$ cat config.mk
export PLATFORM = sky130hd
export DESIGN_NAME = opll_port
export DESIGN_NICKNAME = d
export VERILOG_FILES = /design/src/source/fmpac_pkg.sv /design/src/source/opll_port.sv
export SDC_FILE = /design/constraint.sdc
export NUM_CORES = 1
export LEC_CHECK = 0
export BUFFER_PORTS_ARGS = -buffer_cell sky130_fd_sc_hd__clkbuf_2
export CAP_MARGIN = 20
export CORE_UTILIZATION = 35
export CTS_BUF_LIST = sky130_fd_sc_hd__clkbuf_2 sky130_fd_sc_hd__clkbuf_4 sky130_fd_sc_hd__clkbuf_8
export DETAILED_ROUTE_END_ITERATION = 16
export GPL_TIMING_DRIVEN = 0
export HOLD_SLACK_MARGIN = 0.1
export PLACE_DENSITY = 0.73
export SYNTH_ARGS = -nofsm -noshare
export SYNTH_HDL_FRONTEND = slang
export SYNTH_SLANG_ARGS = --single-unit
$ cat constraint.sdc
create_clock -name cpu_bus -period 1.73 [get_ports cpu_bus]
set_input_delay 0.519 -clock cpu_bus [delete_from_list [all_inputs] [get_ports cpu_bus]]
set_output_delay 0.519 -clock cpu_bus [all_outputs]
set_load 0.02 [all_outputs]
$ cat src/source/fmpac_pkg.sv
package fmpac_pkg;

    // Sizes and fixed values
    localparam int          BLOCK_COUNT  = 2;
    localparam logic [7:0]  SLOT_PORT    = 8'hA8;      // MSX primary slot register
    localparam logic [15:0] SRAM_MAGIC   = 16'h694D;   // Hi byte at 1FFFh, lo at 1FFEh
    localparam int          SRAM_BYTES   = 8192;
    localparam int          ROM_BYTES    = 65536;
    localparam logic [1:0]  FMPAC_SLOT_0 = 2'd1;       // Slot of block 0
    localparam logic [1:0]  FMPAC_SLOT_1 = 2'd2;       // Slot of block 1

    typedef enum logic [1:0] {
        MAPPER_NONE  = 2'd0,
        MAPPER_FMPAC = 2'd1
    } mapper_type_e;

    typedef enum logic [1:0] {
        DEV_NONE = 2'd0,
        DEV_OPLL = 2'd1
    } device_type_e;

    // One Z80 bus cycle
    typedef struct packed {
        logic [15:0] addr;
        logic [7:0]  data;
        logic        mreq;
        logic        iorq;
        logic        rd;
        logic        wr;
    } cpu_req_t;

    typedef struct packed {
        mapper_type_e typ;
        logic         id;      // Cartridge block number
    } block_info_t;

    typedef struct packed {
        logic        sram_cs;
        logic        ram_cs;
        logic        rnw;
        logic [26:0] addr;     // All ones when nothing selected
        logic [7:0]  data;     // Register readback, FFh if none
    } mapper_out_t;

    typedef struct packed {
        device_type_e typ;
        logic         we;      // One cycle write strobe
        logic         en;
        logic         port;    // 0 address, 1 data
        logic [7:0]   data;
    } device_bus_t;

    typedef struct packed {
        logic       valid;
        logic [7:0] reg_addr;
        logic [7:0] value;
    } opll_write_t;

    // Initial ROM contents, lo byte plus three times hi byte
    function automatic logic [7:0] rom_image_byte(input logic [15:0] addr);
        return 8'(addr[7:0] + 3 * addr[15:8]);
    endfunction

endpackage

$ cat src/source/opll_port.sv
`timescale 1ns/1ps

module opll_port
    import fmpac_pkg::*;
(
    input  logic        cpu_bus,
    input  logic        reset,
    input  device_bus_t device,
    output opll_write_t opll_write
);

    logic       strobe;
    logic [7:0] addr_latch;    // Last register number written
    logic       valid_q;
    logic [7:0] evt_addr;
    logic [7:0] evt_value;

    assign strobe = device.we && (device.typ == DEV_OPLL);

    always_ff @(posedge cpu_bus) begin
        if (reset)
            valid_q <= 1'b0;
        else
            valid_q <= strobe && device.port && device.en;  // Muted while disabled
    end

    always_ff @(posedge cpu_bus) begin
        if (strobe && !device.port)
            addr_latch <= device.data;
        if (strobe && device.port) begin
            evt_addr  <= addr_latch;
            evt_value <= device.data;
        end
    end

    assign opll_write.valid    = valid_q;
    assign opll_write.reg_addr = evt_addr;
    assign opll_write.value    = evt_value;

endmodule

==> summary.txt <==
Place
  – Worst slack, placed: 5.805 ps
  – GP Congestion: 0.6470
  – IO Port Bufs: 31

Synthesis
  – Count leader, synth: edfxtp_1
  – Post-synth net total: 44
  – Count of mapped cells out of synthesis: 29
  – Simple-Gate Fraction of Synth Area: 0.04013
  – Area share of the largest cell type after synthesis: 0.9246
  – Synth area leader: edfxtp_1
  – Mapped cell area: 779.5 um2
  – Flops & latches, synth: 25
  – Post-synth EDFFs: 24
  – Main combinational cell family by area after synthesis: simple AND/OR/NAND/NOR gates
  – Compound-gate portion of the synthesized area: 0
  – Synth Warn #: 0
  – Adder-Cell Fraction of Synth Area: 0
  – Post-synthesis sequential area ratio: 0.9502
  – Ys async rst share: 0
  – Top cells by area, synth: edfxtp_1 92%, dfxtp_1 2.6%, and4bb_2 1.6%
  – Synth Flop Type: edfxtp_1
  – Fraction of synthesized cell area in xor and xnor cells: 0
  – Multiplexer share of the synthesized area: 0
  – Syn avg cell area: 26.88 um2
  – Synth unique cells: 6

Critical path
  – Critical path endpoint: opll_write[16]
  – CP Launch Point: valid_q$_SDFF_PP0_
  – Critical Path RT: 1210 ps
  – Crit. End Element: output port
  – CP Data Arrival Time: 880 ps
  – Reg2Reg Capture Point: evt_addr[7]$_DFFE_PP_
  – CP Launch Type: register
  – Reg-to-reg startpoint: addr_latch[7]$_DFFE_PP_
  – WS Path Type: register to output port
  – Reg-to-reg slack, setup: 1100 ps
  – CP max FO: 1
  – Reg2reg path depth: 0

Drt
  – DRT antenna net count: 0
  – Router iterations before antenna repair: 4
  – Routed vias: 365
  – Final WL: 941 um
  – Drt first-iter violations: 6
  – WL/cell: 10.34 um
  – Vias per cell: 4.011
  – DRC Markers: 0

Layout
  – Layout cells sized above 1: 0.5781
  – Final Net Count: 80
  – # diodes: 0
  – Area grow syn2layout: 28.09%
  – # fillers: 177

Die
  – Initial cell density of the core: 0.3855
  – DIE WIDTH: 49.19 um
  – # rows: 16
  – Die area: 2420 um2
  – Die Y: 49.19 um
  – Core box area: 2022 um2
  – I/O Pins: 32

Clock tree
  – Post-CTS Setup Bufs: 0
  – CTS tree: yes
  – Sink Count: 25
  – CTS root buf: clkbuf_4
  – CTS buffer count: 3
  – Max Root-Sink Buffers: 2
  – Hold buffers post-CTS: 0
  – PostCTS Resize Cnt: 0
  – CTS H-tree lvls: 1
  – Worst-Skew Late Latency: 310 ps
  – Clock slew at reported path FFs: 130 ps

Worst hold path
  – Hold_sp: device[6]
  – HP Class: input pin to register

Timing
  – Slew Limit Fails: 0
  – Hold Vio Cnt, Final: 0
  – Final min period: 1403 ps
  – Final setup viols: 0
  – Max_slew headroom: 0.5213
  – Setup TNS Final: 0 ps
  – RSZ-0062 raised after global routing: no
  – Tightest Pin Transition: 717.5 ps
  – Clk_skew: 4.367 ps
  – Final WS setup: 326.9 ps
  – F_max: 0.7127 GHz
  – Tcrit/Tclk final: 0.8111

Global route
  – Total grt overflow: 0
  – Vias in the first global route: 382
  – Pin count of the biggest net entering global routing: 18
  – GRT Overall Usage: 0.09662
  – First-pass GRT wire length: 1628 um
  – Antenna violations before repair: 0

Run
  – Max-Cap Viols: 0

Power
  – Leakage: 0.3920 nW
  – Worst VDD drop: 0.4868 mV
  – PwrDens: 966.5 nW/um2

Run status
  – Status: finished clean
==> state kept, by name, summed over array words and instances (netlist names) <==
| register | cells |
|---|---|
| addr_latch | 8 |
| evt_addr | 8 |
| evt_value | 8 |
| valid_q | 1 |
==> metrics by stage <==
| stage | utilization | instances | instance area, um2 | hold slack (ps) | total power [mW] |
|---|---|---|---|---|---|
| floorplan | - | 29 | 779.5 | 400.3 | 0.7071 |
| global placement | 0.4790 | 87 | 968.4 | 403.1 | 0.7310 |
| detailed placement | 0.4790 | 87 | 968.4 | 404.5 | 0.7324 |
| CTS | 0.4938 | 91 | 998.5 | 378.6 | 0.9772 |
| global route | 0.4938 | 91 | 998.5 | 362.8 | 1.011 |
| finish | 0.4938 | 91 | 998.5 | 388.5 | 0.9650 |
==> how the worst min path moves through the flow <==
stage                                   to  slack (ps)  cells past startpoint
floorplan            evt_addr[0]$_DFFE_PP_         400                      0
global placement     evt_addr[3]$_DFFE_PP_         400                      0
detailed placement   evt_addr[2]$_DFFE_PP_         400                      0
CTS                 evt_value[6]$_DFFE_PP_         380                      1
global route        evt_value[5]$_DFFE_PP_         360                      1
finish              evt_value[6]$_DFFE_PP_         390                      1
==> cell usage in the layout, fill, tap and decap left out, drive strengths merged <==
cell type and count:
clkinvlp 1, and4b 1, clkbuf 34, and3b 1, edfxtp 24, dfxtp 1, and4bb 1, buf 1
==> power breakdown <==
group,switching (mW),internal [mW]
registers,0.00280,0.676
logic,0.0217,0.0173
clock network,0.159,0.0881
==> worst max-delay path, stage by stage, from the launching register on <==
cell and delay, ps:
dfxtp_1 320, buf_4 110, clkbuf_2 140
==> layout make-up <==
| class | count | area, um2 | share of cell area |
|---|---|---|---|
| plain buffers | 1 | 7.507 | 0.007519 |
| multi-input cells | 3 | 31.28 | 0.03133 |
| repair buffers | 31 | 155.1 | 0.1554 |
| clock inverters | 1 | 7.507 | 0.007519 |
| well taps | 27 | 33.78 | 0.03383 |
| clock buffers | 3 | 22.52 | 0.02256 |
| flip-flops and latches | 25 | 740.7 | 0.7419 |
==> routing by layer <==
layer | GRT usage | vias to the layer above | routed length (um)
li1 | - | 186 | -
met1 | 0.1158 | 161 | 378
met2 | 0.1393 | 18 | 510
met3 | 0.01869 | 0 | 52
met4 | 0.1029 | 0 | 0
met5 | 0 | - | 0
==> cell families after synthesis <==
family / after synthesis
buffers and inverters: 1
AND/OR/NAND/NOR: 3
flip-flops: 25
No activity file was read; power rests on OpenSTA's default activity.
