$ cat config.mk
export PLATFORM = sky130hd
export DESIGN_NAME = slot_decoder
export DESIGN_NICKNAME = d
export VERILOG_FILES = /design/src/source/fmpac_pkg.sv /design/src/source/slot_decoder.sv
export SDC_FILE = /design/constraint.sdc
export NUM_CORES = 1
export LEC_CHECK = 0
export BUFFER_PORTS_ARGS = -buffer_cell sky130_fd_sc_hd__buf_2
export CAP_MARGIN = 20
export CORE_AREA = 3 3 40 42
export CTS_BUF_LIST = sky130_fd_sc_hd__clkbuf_4 sky130_fd_sc_hd__clkbuf_8 sky130_fd_sc_hd__clkbuf_16
export DETAILED_ROUTE_END_ITERATION = 7
export DIE_AREA = 0 0 43 45
export HOLD_SLACK_MARGIN = 0.02
export PLACE_DENSITY = 0.57
export SLEW_MARGIN = 10
export SYNTH_ARGS = -nofsm -noshare
export SYNTH_HDL_FRONTEND = slang
export SYNTH_SLANG_ARGS = --single-unit
$ cat constraint.sdc
create_clock -name cpu_bus -period 0.9 [get_ports cpu_bus]
set_input_delay 0.045 -clock cpu_bus [delete_from_list [all_inputs] [get_ports cpu_bus]]
set_output_delay 0.045 -clock cpu_bus [all_outputs]
set_load 0.02 [all_outputs]
$ cat src/source/fmpac_pkg.sv
package fmpac_pkg;

    // Sizes and fixed values
    localparam int          BLOCK_COUNT  = 2;
    localparam logic [7:0]  SLOT_PORT    = 8'hA8;      // MSX primary slot register
    localparam logic [15:0] SRAM_MAGIC   = 16'h694D;   // Hi byte at 1FFFh, lo at 1FFEh
    localparam int          SRAM_BYTES   = 8192;
    localparam int          ROM_BYTES    = 65536;
    localparam logic [1:0]  FMPAC_SLOT_0 = 2'd1;       // Slot of block 0
    localparam logic [1:0]  FMPAC_SLOT_1 = 2'd2;       // Slot of block 1

    typedef enum logic [1:0] {
        MAPPER_NONE  = 2'd0,
        MAPPER_FMPAC = 2'd1
    } mapper_type_e;

    typedef enum logic [1:0] {
        DEV_NONE = 2'd0,
        DEV_OPLL = 2'd1
    } device_type_e;

    // One Z80 bus cycle
    typedef struct packed {
        logic [15:0] addr;
        logic [7:0]  data;
        logic        mreq;
        logic        iorq;
        logic        rd;
        logic        wr;
    } cpu_req_t;

    typedef struct packed {
        mapper_type_e typ;
        logic         id;      // Cartridge block number
    } block_info_t;

    typedef struct packed {
        logic        sram_cs;
        logic        ram_cs;
        logic        rnw;
        logic [26:0] addr;     // All ones when nothing selected
        logic [7:0]  data;     // Register readback, FFh if none
    } mapper_out_t;

    typedef struct packed {
        device_type_e typ;
        logic         we;      // One cycle write strobe
        logic         en;
        logic         port;    // 0 address, 1 data
        logic [7:0]   data;
    } device_bus_t;

    typedef struct packed {
        logic       valid;
        logic [7:0] reg_addr;
        logic [7:0] value;
    } opll_write_t;

    // Initial ROM contents, lo byte plus three times hi byte
    function automatic logic [7:0] rom_image_byte(input logic [15:0] addr);
        return 8'(addr[7:0] + 3 * addr[15:8]);
    endfunction

endpackage

$ cat src/source/slot_decoder.sv
`timescale 1ns/1ps

module slot_decoder
    import fmpac_pkg::*;
(
    input  logic        cpu_bus,
    input  logic        reset,
    input  cpu_req_t    bus,
    output block_info_t block_info
);

    logic [7:0] slot_reg;      // Two bits per page, page 0 in bits 1:0
    logic [1:0] page;
    logic [1:0] page1_slot;
    logic       slot_write;

    assign page       = bus.addr[15:14];
    assign page1_slot = slot_reg[3:2];
    assign slot_write = bus.iorq && bus.wr && (bus.addr[7:0] == SLOT_PORT);

    always_ff @(posedge cpu_bus) begin
        if (reset) begin
            slot_reg <= 8'h00;
        end else if (slot_write) begin
            slot_reg <= bus.data;
        end
    end

    // Only page 1 reaches a cartridge block
    always_comb begin
        block_info.typ = MAPPER_NONE;
        block_info.id  = 1'b0;
        if (page == 2'b01) begin
            if (page1_slot == FMPAC_SLOT_0) begin
                block_info.typ = MAPPER_FMPAC;
                block_info.id  = 1'b0;
            end else if (page1_slot == FMPAC_SLOT_1) begin
                block_info.typ = MAPPER_FMPAC;
                block_info.id  = 1'b1;
            end
        end
    end

endmodule
==> key figures <==
Synth
  • EDFF count, synth: 0
  • Syn avg cell area: between 9 and 10 um^2
  • Count leader, synth: nand2b_1
  • Synth async-reset ratio: 0%
  • Post-synth top cells: nand2b_1, and4bb_1, dfxtp_1, mux2i_1
  • Register bit total from synthesis: 2
  • Count of unique library cells instantiated by Yosys: 11
  • Post-synth top flop: dfxtp_1
  • YS warnings: 0
  • Top post-synthesis cells by area: dfxtp_1, and4bb_1, nand2b_1
  • Largest family of logic cells by synthesized area: simple AND/OR/NAND/NOR gates
  • Leading area contributor after synthesis: dfxtp_1
  • Post-synth top area share: a little under a quarter
  • Cells after Synth: 17
  • Simple-Gate Fraction of Synth Area: between 40% and 50%
  • Synth Area in XOR/XNOR: 0%
  • Syn_nets: 48
  • Synth Area in Adders: 7.46%
  • Compound-Gate Fraction of Synth Area: 0%
  • Cell Area, Synth: roughly 170 um^2
  • Mux share of post-synthesis cell area: 11.9%
  • Share of the yosys chip area belonging to registers: 23.9%

Min path
  • Hold Crit Class: in -> reg
  • Worst hold stages: 3

Placed design
  • Gpl congestion: 0.556
  • Cells after DPL: between 40 and 50
  • PortBufs: 17

Critical path
  • Worst Reg-to-Reg Cells: 2
  • Top delay family on crit path: flip-flops
  • Slowest cell on the critical path: dfxtp_2
  • CP peak stage delay: 320 ps
  • Critical Path, Cell by Cell: inv_2, ha_4, nor3b_4, buf_6
  • CP required: 850 ps
  • Worst setup SP type: register
  • Crit-path max FO: 2
  • Worst R2R Setup Slack: 300 ps
  • Worst setup EP type: output port
  • Crit path buffers/inverters: 2
  • Critical path arrival: 1110 ps
  • CP Depth: 4
  • Critical Setup Path Class: reg -> out

Route
  • DRC Markers: 0
  • Via count: 191
  • Detailed router's first-iteration violation count: 1
  • Vias per cell: 3.75
  • WL/cell: ~9.1 um
  • Total Wirelength: 464 um
  • Drt first pass iters: 2
  • Remaining antenna violation count: 0

Final layout
  • Final #Nets: 69
  • Max FFs per register: 2
  • Layout cell share with drive strength beyond 1: 72.2%
  • Area of the multi-input gates: 140 um^2
  • Diode count: 0
  • Post-route insts no fill: 51
  • Area grow syn2layout: 94.0%
  • Register area: 42.5 um^2
  • Fillcell total: roughly 150

Power and ir drop
  • Pwr Density: between 1000 and 1500 nW/um^2
  • Leakage power: 0.156 nW
  • Peak VDD IR: 0.624 mV

Floorplanning
  • Die area: 1940 um^2
  • I/O pins: 33
  • Core Region: about 1300 um^2
  • FP Rows: 13
  • Starting Density: 13.0%
  • Die X: roughly 43 um
  • Chip Height: 45 um

Global route
  • First-pass GRT wire length: 828 um
  • Largest net degree at the start of global routing: 5
  • Antenna violations before repair: 0
  • Total GRT Usage: 6.31%
  • Remaining global-route overflow: 0
  • Vias in the first global route: 210

Clock tree
  • CTS tree: yes
  • CTS sink cnt: 2
  • Max clock buf depth: 2
  • Hold-fix buffers at CTS: 0
  • CTS Root Cell: clkbuf_4
  • Clock Latency Late Sink: 230 ps
  • Clock-pin transition on the worst setup and hold timing paths: 30 ps
  • CTS Buf Count: 3
  • CTS H-tree depth: 1

Outcome
  • Failing checks: negative setup slack
  • Status: complete, but fails checks

STA
  • Fin Setup TNS: -417 ps
  • # setup viols final: 2
  • Final Critical Period: approximately 1200 ps
  • Final period utilization: 128%
  • Setup ws final: -252 ps
  • Fin. Hold Viols: 0
  • Max-slew violation count: 0
  • RSZ-0062 raised after global routing: true
  • Max Fclk: 0.868 GHz
  • Fin Clk Skew: 0 ps

Run
  • Max-cap violations: 0
[cells in the final DEF, fill, tap and decap left out, types with 2 or more instances in the layout]
cell / Yosys / routed
and4bb_1: 2 / 2
buf_6: 0 / 2
clkbuf_4: 0 / 3
nand2b_1: 4 / 4
mux2i_1: 2 / 2
dfxtp_2: 0 / 2
buf_2: 0 / 15
[repair_timing]
item                                    CTS  global route
gates resized for setup                   5             0
endpoints found under the setup margin    2             2
pin swaps                                 3             1
gates cloned                              0             0
setup buffers                             0             0
[cell type report]
cell class | count | area share [%]
clock buffer | 3 | 6.92
inverter | 1 | 1.15
multi-input combinational | 13 | 43.1
sequential | 2 | 13.1
tap | 15 | 5.77
timing repair buffer | 17 | 30.0
[report_power, final]
part,switching [W],total (W),leakage (nW),internal [W]
registers,0.0000000500,0.0000894,0.0171,0.0000893
clock network,0.0000586,0.000206,0.0138,0.000148
logic,0.0000161,0.0000488,0.125,0.0000327
total,0.0000748,0.000344,0.156,0.000270
[metal layers]
metal / GRT usage, % / vias to the layer above / share of wire [%]
li1: - / 97 / -
met1: 7.42 / 74 / 45
met2: 7.49 / 18 / 35
met3: 5.58 / 2 / 18
met4: 3.61 / 0 / 1.7
met5: 0 / - / 0
[path summary, 6_finish.rpt]
| path | start | end |
|---|---|---|
| min | bus[6] | slot_reg[2] |
| max reg2reg | slot_reg[3] | slot_reg[3] |
| max | slot_reg[2] | block_info[1] |
| min reg2reg | slot_reg[2] | slot_reg[2] |
[through the flow]
| stage | hold WS (ps) | instance area [um^2] | total power, W | setup WS, ps | utilization [%] |
|---|---|---|---|---|---|
| 3_5_place_dp | 330 | 289 | 0.000140 | -71.4 | 22.5 |
| 4_1_cts | 80.8 | 325 | 0.000358 | -293 | 25.3 |
| 2_1_floorplan | 126 | 193 | 0.000110 | 6.11 | - |
| 3_3_place_gp | 327 | 289 | 0.000139 | -55.9 | 22.5 |
| 5_1_grt | 82.2 | 325 | 0.000378 | -339 | 25.3 |
| 6_report | 82.8 | 325 | 0.000344 | -252 | 25.3 |
[cell families after synthesis]
family	Yosys count
multiplexers	2
flip-flops	2
AND/OR/NAND/NOR	9
other	1
buffers and inverters	2
adder cells (fa/ha/maj)	1
[worst reg2reg max path, delay by kind of cell, from the launching register on]
family | cells | cell delay (ps)
flops | 1 | 340
mux | 1 | 130
simple gates | 1 | 60
Power figures use the tool's default switching activity.
