File: src/source/fmpac_pkg.sv
package fmpac_pkg;

    // Sizes and fixed values
    localparam int          BLOCK_COUNT  = 2;
    localparam logic [7:0]  SLOT_PORT    = 8'hA8;      // MSX primary slot register
    localparam logic [15:0] SRAM_MAGIC   = 16'h694D;   // Hi byte at 1FFFh, lo at 1FFEh
    localparam int          SRAM_BYTES   = 8192;
    localparam int          ROM_BYTES    = 65536;
    localparam logic [1:0]  FMPAC_SLOT_0 = 2'd1;       // Slot of block 0
    localparam logic [1:0]  FMPAC_SLOT_1 = 2'd2;       // Slot of block 1

    typedef enum logic [1:0] {
        MAPPER_NONE  = 2'd0,
        MAPPER_FMPAC = 2'd1
    } mapper_type_e;

    typedef enum logic [1:0] {
        DEV_NONE = 2'd0,
        DEV_OPLL = 2'd1
    } device_type_e;

    // One Z80 bus cycle
    typedef struct packed {
        logic [15:0] addr;
        logic [7:0]  data;
        logic        mreq;
        logic        iorq;
        logic        rd;
        logic        wr;
    } cpu_req_t;

    typedef struct packed {
        mapper_type_e typ;
        logic         id;      // Cartridge block number
    } block_info_t;

    typedef struct packed {
        logic        sram_cs;
        logic        ram_cs;
        logic        rnw;
        logic [26:0] addr;     // All ones when nothing selected
        logic [7:0]  data;     // Register readback, FFh if none
    } mapper_out_t;

    typedef struct packed {
        device_type_e typ;
        logic         we;      // One cycle write strobe
        logic         en;
        logic         port;    // 0 address, 1 data
        logic [7:0]   data;
    } device_bus_t;

    typedef struct packed {
        logic       valid;
        logic [7:0] reg_addr;
        logic [7:0] value;
    } opll_write_t;

    // Initial ROM contents, lo byte plus three times hi byte
    function automatic logic [7:0] rom_image_byte(input logic [15:0] addr);
        return 8'(addr[7:0] + 3 * addr[15:8]);
    endfunction

endpackage

File: src/source/fmpac_mapper.sv
`timescale 1ns/1ps

module fmpac_mapper
    import fmpac_pkg::*;
(
    input  logic        cpu_bus,
    input  logic        reset,
    input  cpu_req_t    bus,
    input  block_info_t block_info,
    output mapper_out_t map_out,
    output device_bus_t device
);

    logic [7:0] enable   [BLOCK_COUNT];    // Bits 0 and 4 only
    logic [1:0] bank     [BLOCK_COUNT];
    logic [7:0] magic_lo [BLOCK_COUNT];
    logic [7:0] magic_hi [BLOCK_COUNT];

    device_bus_t device_q;

    logic [13:0] offset;       // Offset within page 1
    logic        id;
    logic        cs;
    logic        wr_cycle;
    logic        opll_hit;
    logic        unlocked;
    logic        sram_sel;
    logic        reg_hit;

    assign offset   = bus.addr[13:0];
    assign id       = block_info.id;
    assign cs       = (block_info.typ == MAPPER_FMPAC) && bus.mreq;
    assign wr_cycle = cs && bus.wr;
    assign opll_hit = (offset == 14'h3FF4) || (offset == 14'h3FF5);
    assign unlocked = {magic_hi[id], magic_lo[id]} == SRAM_MAGIC;

    assign sram_sel = cs && unlocked && (offset < 14'h1FFE) && (bus.rd || bus.wr);

    // Addresses that answer from a register and not from ROM
    assign reg_hit = (offset == 14'h3FF6) || (offset == 14'h3FF7) ||
                     (unlocked && (offset == 14'h1FFE || offset == 14'h1FFF));

    always_ff @(posedge cpu_bus) begin
        if (reset) begin
            enable   <= '{default: 8'h00};
            bank     <= '{default: 2'b00};
            magic_lo <= '{default: 8'h00};
            magic_hi <= '{default: 8'h00};
        end else if (wr_cycle) begin
            case (offset)
                14'h1FFE: begin
                    if (!enable[id][4])
                        magic_lo[id] <= bus.data;
                end
                14'h1FFF: begin
                    if (!enable[id][4])
                        magic_hi[id] <= bus.data;
                end
                14'h3FF6: begin
                    enable[id] <= bus.data & 8'h11;
                    if (bus.data[4]) begin         // Relock the SRAM
                        magic_lo[id] <= 8'h00;
                        magic_hi[id] <= 8'h00;
                    end
                end
                14'h3FF7: bank[id] <= bus.data[1:0];
                default: ;
            endcase
        end
    end

    // OPLL request, held for the cycle after the write
    always_ff @(posedge cpu_bus) begin
        if (reset) begin
            device_q <= '0;
        end else begin
            device_q.typ  <= (wr_cycle && opll_hit) ? DEV_OPLL : DEV_NONE;
            device_q.we   <= wr_cycle && opll_hit;
            device_q.en   <= enable[id][0];
            device_q.port <= offset[0];        // 3FF5h is the data port
            device_q.data <= bus.data;
        end
    end

    assign device = device_q;

    always_comb begin
        map_out.sram_cs = sram_sel;
        map_out.ram_cs  = cs && bus.rd && !sram_sel && !reg_hit;
        map_out.rnw     = !(sram_sel && bus.wr);
        map_out.addr    = {27{1'b1}};
        map_out.data    = 8'hFF;

        if (sram_sel)
            map_out.addr = {14'b0, offset[12:0]};
        else if (cs)
            map_out.addr = {11'b0, bank[id], offset};  // 16 KB banks

        if (cs) begin
            case (offset)
                14'h3FF6: map_out.data = enable[id];
                14'h3FF7: map_out.data = {6'b0, bank[id]};
                14'h1FFE: begin
                    if (unlocked)
                        map_out.data = magic_lo[id];
                end
                14'h1FFF: begin
                    if (unlocked)
                        map_out.data = magic_hi[id];
                end
                default: ;
            endcase
        end
    end

endmodule

File: config.mk
export PLATFORM = sky130hd
export DESIGN_NAME = fmpac_mapper
export DESIGN_NICKNAME = d
export VERILOG_FILES = /design/src/source/fmpac_pkg.sv /design/src/source/fmpac_mapper.sv
export SDC_FILE = /design/constraint.sdc
export NUM_CORES = 1
export LEC_CHECK = 0
export BUFFER_PORTS_ARGS = -buffer_cell sky130_fd_sc_hd__clkbuf_2
export CORE_ASPECT_RATIO = 1.1
export CORE_MARGIN = 3
export CORE_UTILIZATION = 53
export DETAILED_ROUTE_END_ITERATION = 7
export HOLD_SLACK_MARGIN = 0.12
export PLACE_DENSITY = 0.9
export SLEW_MARGIN = 20
export SYNTH_ARGS = -nofsm -noshare
export SYNTH_HDL_FRONTEND = slang
export SYNTH_SLANG_ARGS = --single-unit
File: constraint.sdc
create_clock -name cpu_bus -period 3 [get_ports cpu_bus]
set_input_delay 0.15 -clock cpu_bus [delete_from_list [all_inputs] [get_ports cpu_bus]]
set_output_delay 0.15 -clock cpu_bus [all_outputs]
set_load 0.1 [all_outputs]
==> impl_results.md, run 1 <==
* # DRC at 0
* Area contributors post-synth: dfxtp_1, a22o_1, nand2b_1, buf_4, mux2i_1
* Drt via density at 5.95
* Nets at 341
* CP required at 2.85 ns
* Sum Neg Setup Slack at 0 ns
* Largest family of logic cells by synthesized area: simple AND/OR/NAND/NOR gates
* TritonCTS Buffers at 5
* Fmax at 370 MHz
* Clock root buffer: clkbuf_8
* Synth Area in Compound Gates at 0.187
* H-tree depth at 2
* Mux cell area share after synthesis at 0.0619
* Row count at 24
* Crit path from: magic_hi[2]
* Final HPWL from detailed placement at 4510 µm
* Multi-input logic area at 1210 µm²
* # Post-CTS Setup Buffers at 0
* ANT nets after route at 0
* Max_cap viols at 0
* Number of global-route vias before repair at 2091
* Worst r2r src: enable[4]
* Diode count at 0
* Initial antenna violation count at 0
* Yosys top cell area share at 0.428
* Initial Util at 0.575
* Nature of the critical path endpoint: primary output
* Worst-path clk slew at 0.10 ns
* Cell Area, Synth at 2380 µm²
* Mean routed wirelength per cell at 17.0 µm
* Pins Over Slew Limit at 0
* Worst-Skew Late Latency at 0.31 ns
* Synthesized flop and latch total at 51
* RSZ-0062 raised after global routing: no
* Hold_sp: bus[4]
* # IOs at 84
* Worst setup path class: register to primary output
* Core box area at 4140 µm²
* GRT overflow at 0
* Worst slew margin at 0.499
* Die Area at 5340 µm²
* Outcome: finished, final reports clean
* Mapped Nets at 272
* Tightest Pin Transition at 0.752 ns
* Seq/Total Area, Yosys at 0.428
* Count of final setup violators at 0
* First-pass GRT wire length at 10100 µm
* Top FF cell, synth: dfxtp_1
* Post-synth EDFFs at 0
* Sink Count at 51
* Share of cells above drive strength 1 at 0.372
* Routed Wire Length at 6150 µm
* Synth Area in Simple Gates at 0.251
* Most common cell after layout, fill and taps aside: clkbuf_2
* Crit share post-route at 0.901
* DRT iter0 DRCs at 108
* Hold Fails Final Rpt at 0
* Drt first pass iters at 4
* Commonest cells after routing, fill and taps aside: clkbuf_2, dfxtp_1, a22o_1
* Cell leakage power at 0.00123 µW
* GP Congestion at 0.926
* Synth-to-Final Area Change at 20.9%
* Die Ht at 76.4 µm
* Cell count after synthesis at 239
* Crit path arrival time at 2.55 ns
* Final min period at 2.70 ns
* IO buf count at 79
* Area share of xor/xnor cells in the synthesized design at 0
* Total power at 1420 µW
* Cell taking the most area after synthesis: dfxtp_1
* Yosys warns at 0
* Largest net degree at the start of global routing at 23
* DR vias at 2148
* Register area at 1020 µm²
* Min-Delay Path Class: input pin to register
* Crit start category: register
* Library cells used by synthesis at 46
* CTS tree: yes
* Fraction of registers with async set/reset at 0
* P per Cell Area at 493 nW/µm²
* Clock buffer depth at 2
* Worst vdd ir at 295 µV
* Tot GR Track Use at 0.234
* DP Area at 2760 µm²
* Mean Syn Cell Area at 9.98 µm²
* Synth Area in Adders at 0
* CP max FO at 5
* Die extent in x at 70.0 µm
* Final instance area at 2880 µm²
* FILL cells at 319
* Final Skew at 0.00876 ns
[through the flow]
stage                     hold WS, ns  utilization  instances  setup WS, ns
after global routing            0.151        0.696        361         0.147
after CTS                       0.136        0.696        361         0.301
after detailed placement        0.429        0.665        352         0.640
after global placement          0.420        0.665        352         0.633
after floorplan                 0.294            -        239        -0.274
final                           0.140        0.696        361         0.296
[repair_timing]
action                     CTS  global route
setup endpoints to repair    0             0
resized for setup            0             0
hold buffers                 1             0
hold endpoints to repair     2             0
[sequential cells by signal (all words and copies together) (netlist names)]
name / cells
magic_lo: 16
magic_hi: 16
bank: 4
device: 11
enable: 4
[cell usage after synthesis (3+ instances only)]
cell      instances
a22o_1           32
and3_1            3
nor4b_1           3
nor2b_1          10
nor3_1            3
mux2i_1           8
nand3b_1          3
o21ai_0          10
nand2_1           9
nand2b_1         16
buf_4            13
inv_1             5
nand3_1           7
nor2_1            7
a21oi_1          10
clkbuf_1          6
dfxtp_1          51
nor4_1            7
[worst paths after layout]
kind / end / slack, ns / depth (start not counted)
setup / recovery: map_out[37] / 0.30 / 5
hold / removal: bank[2] / 0.14 / 3
setup reg to reg: magic_hi[4] / 1.27 / 5
hold reg to reg: magic_lo[14] / 0.48 / 1
[final cells by class]
cell class                      instances  area share
Multi-Input combinational cell        159       0.421
Sequential cell                        51       0.354
Timing Repair Buffer                   85       0.154
Clock buffer                            5      0.0239
Tap cell                               52      0.0226
Clock inverter                          3      0.0161
Inverter                                6     0.00868
[cells by family (layout without fill, tap and decap cells)]
| logic type | count (synthesis) | after routing |
|---|---|---|
| and+or+nand+nor | 86 | 86 |
| AOI/OAI and AO/OA | 60 | 60 |
| DFF | 51 | 51 |
| muxes | 12 | 12 |
| buffers and inverters | 29 | 99 |
| other | 1 | 1 |
[per-layer routing]
metal	vias to the layer above	GRT usage	share of wire
met4	0	0.0709	0.021
met3	15	0.0580	0.097
li1	1014	-	-
met5	-	0	0
met1	1002	0.276	0.39
met2	117	0.413	0.49
[where the power goes]
group | internal, µW | total (µW) | switching, µW | leakage [µW]
logic | 45.1 | 252 | 207 | 0.000761
clock network | 251 | 485 | 234 | 0.0000548
registers | 683 | 684 | 1.60 | 0.000413
total | 979 | 1420 | 442 | 0.00123
[worst max-delay path, cell delays in order (launching register included)]
cell,delay [ns]
dfxtp_1,0.32
nand2b_1,0.16
nor4_1,0.32
a21oi_1,0.24
nor4_2,0.63
clkbuf_2,0.57
(Power assumes the default switching activity.)
==> run 2: changes to the inputs <==
Settings changed: ABC_AREA set to 0, CORE_UTILIZATION 53 to 49, PLACE_DENSITY 0.9 to 0.85.
Clock period 3 ns to 2.8 ns, I/O delays scaled along.
==> run 2 against run 1 <==
Register-to-register slack got worse by 0.15 ns. Sequential share of layout area decreased by 0.52 points. Worst hold slack got worse by 0.0064 ns. Critical endpoint is now map_out[36].
==> impl_results.md, run 2 (same netlist as run 1, synthesis figures left out) <==
* Final min period at 2.44 ns
* Final HPWL from detailed placement at 4490 µm (was 4510 µm)
* Most common cell after layout, fill and taps aside: clkbuf_2 (unchanged)
* CTS tree: yes (unchanged)
* Synth-to-Final Area Change at 22.7% (was 20.9%)
* H-tree depth at 2 (unchanged)
* Routed Wire Length at 5880 µm (was 6150 µm)
* # IOs at 84 (unchanged)
* CP required at 2.66 ns (was 2.85 ns)
* Crit start category: register (unchanged)
* Count of final setup violators at 0 (unchanged)
* Worst hold path depth at 3 (unchanged)
* Sink Count at 51 (unchanged)
* Worst slew margin at 0.531 (was 0.499)
* Min-Delay Path Class: input pin to register (unchanged)
* Core box area at 4680 µm² (was 4140 µm²)
* # DRC at 0 (unchanged)
* Commonest cells after routing, fill and taps aside: clkbuf_2, dfxtp_1, a22o_1 (unchanged)
* Max_cap viols at 0 (unchanged)
* DRT iter0 DRCs at 187 (was 108)
* GRT overflow at 0 (unchanged)
* Initial antenna violation count at 0 (unchanged)
* First-pass GRT wire length at 9490 µm (was 10100 µm)
* Register area at 1020 µm² (unchanged)
* Multi-input logic area at 1220 µm² (was 1210 µm²)
* Worst-Skew Late Latency at 0.31 ns (about the same)
* Diode count at 0 (unchanged)
* FILL cells at 392 (was 319)
* Row count at 26 (was 24)
* Mean routed wirelength per cell at 16.0 µm (was 17.0 µm)
* Crit share post-route at 0.872
* Tightest Pin Transition at 0.704 ns (was 0.752 ns)
* Crit path arrival time at 2.30 ns (was 2.55 ns)
* Hold WS at 0.133 ns (was 0.140 ns)
* Worst setup path class: register to primary output (unchanged)
* Setup WS post-layout at 0.357 ns (was 0.296 ns)
* Pins Over Slew Limit at 0 (unchanged)
* Clock root buffer: clkbuf_8 (unchanged)
* R2r worst-path depth at 5 (unchanged)
* Nature of the critical path endpoint: primary output (unchanged)
* Initial Util at 0.509 (was 0.575)
* Post-layout instance count excluding filler cells at 368 (was 361)
* Outcome: finished, final reports clean (unchanged)
* Final design utilization at 0.624 (was 0.696)
* ANT nets after route at 0 (unchanged)
* Clock buffer depth at 2 (unchanged)
* Cell leakage power at 0.00125 µW (was 0.00123 µW)
* Drt via density at 5.75 (was 5.95)
* Die Area at 5740 µm² (was 5340 µm²)
* P per Cell Area at 496 nW/µm² (was 493 nW/µm²)
* TritonCTS Buffers at 5 (unchanged)
* Die extent in x at 72.5 µm (was 70.0 µm)
* Fmax at 409 MHz
* CP max FO at 5 (unchanged)
* Nets at 344 (was 341)
* CTS resizes at 0 (unchanged)
* IO buf count at 79 (unchanged)
* Drt first pass iters at 4 (unchanged)
* GP Congestion at 0.799 (was 0.926)
* Die Ht at 79.2 µm (was 76.4 µm)
* Final Skew at 0.00718 ns (was 0.00876 ns)
* Tot GR Track Use at 0.211 (was 0.234)
* RSZ-0062 raised after global routing: no (unchanged)
* DR vias at 2117 (was 2148)
* Largest net degree at the start of global routing at 22 (was 23)
* Place WS at 0.677 ns (was 0.640 ns)
* Cells after DPL at 358 (was 352)
* Worst vdd ir at 333 µV (was 295 µV)
* Share of cells above drive strength 1 at 0.378 (was 0.372)
* Worst-path clk slew at 0.10 ns (about the same)
* Number of global-route vias before repair at 1941 (was 2091)
* Hold Fails Final Rpt at 0 (unchanged)
[run 2: layer usage]
metal | track usage | wire length [µm]
met3 | 0.0456 | 503
met4 | 0.0461 | 70
met2 | 0.369 | 2920
met5 | 0 | 0
met1 | 0.263 | 2390
[run 2: final timing paths]
kind                             startpoint           to  slack (ns)
worst max register to register   enable[12]  magic_hi[5]        1.12
worst min-delay path                bus[15]   device[10]        0.13
worst min register to register  magic_hi[2]  magic_hi[2]        0.48
worst max-delay path            magic_hi[8]  map_out[36]        0.36
[run 2: critical path, stage by stage (launching register included)]
cell and delay, ns:
dfxtp_1 0.33, nor4b_1 0.14, and3_1 0.17, a21oi_1 0.38
nor4_2 0.10, buf_4 0.19, nor4_4 0.19, clkbuf_2 0.49
[run 2: power by group]
part / total (µW) / internal [µW] / switching, µW
sequential: 733 / 732 / 1.71
combinational: 272 / 50.1 / 222
clock: 444 / 184 / 260
[run 2: what timing repair did]
| item | 4_1_cts | 5_1_grt |
|---|---|---|
| endpoints found under the hold margin | 3 | 0 |
| hold buffers | 2 | 0 |
| setup buffers | 0 | 0 |
[run 2: layout make-up]
type	count	share of cell area
timing repair buffer	88	0.170
clock buffer	5	0.0235
clock inverter	3	0.00898
tap	56	0.0240
sequential	51	0.349
multi-input combinational	159	0.416
inverter	6	0.00855
[run 2: metrics by stage]
step	instance area [µm²]	TNS [ns]	power (µW)
after floorplan	2410	-1.44	969
after global placement	2810	0	1020
after detailed placement	2810	0	1020
after CTS	2930	0	1460
after global routing	2930	0	1510
final	2930	0	1450
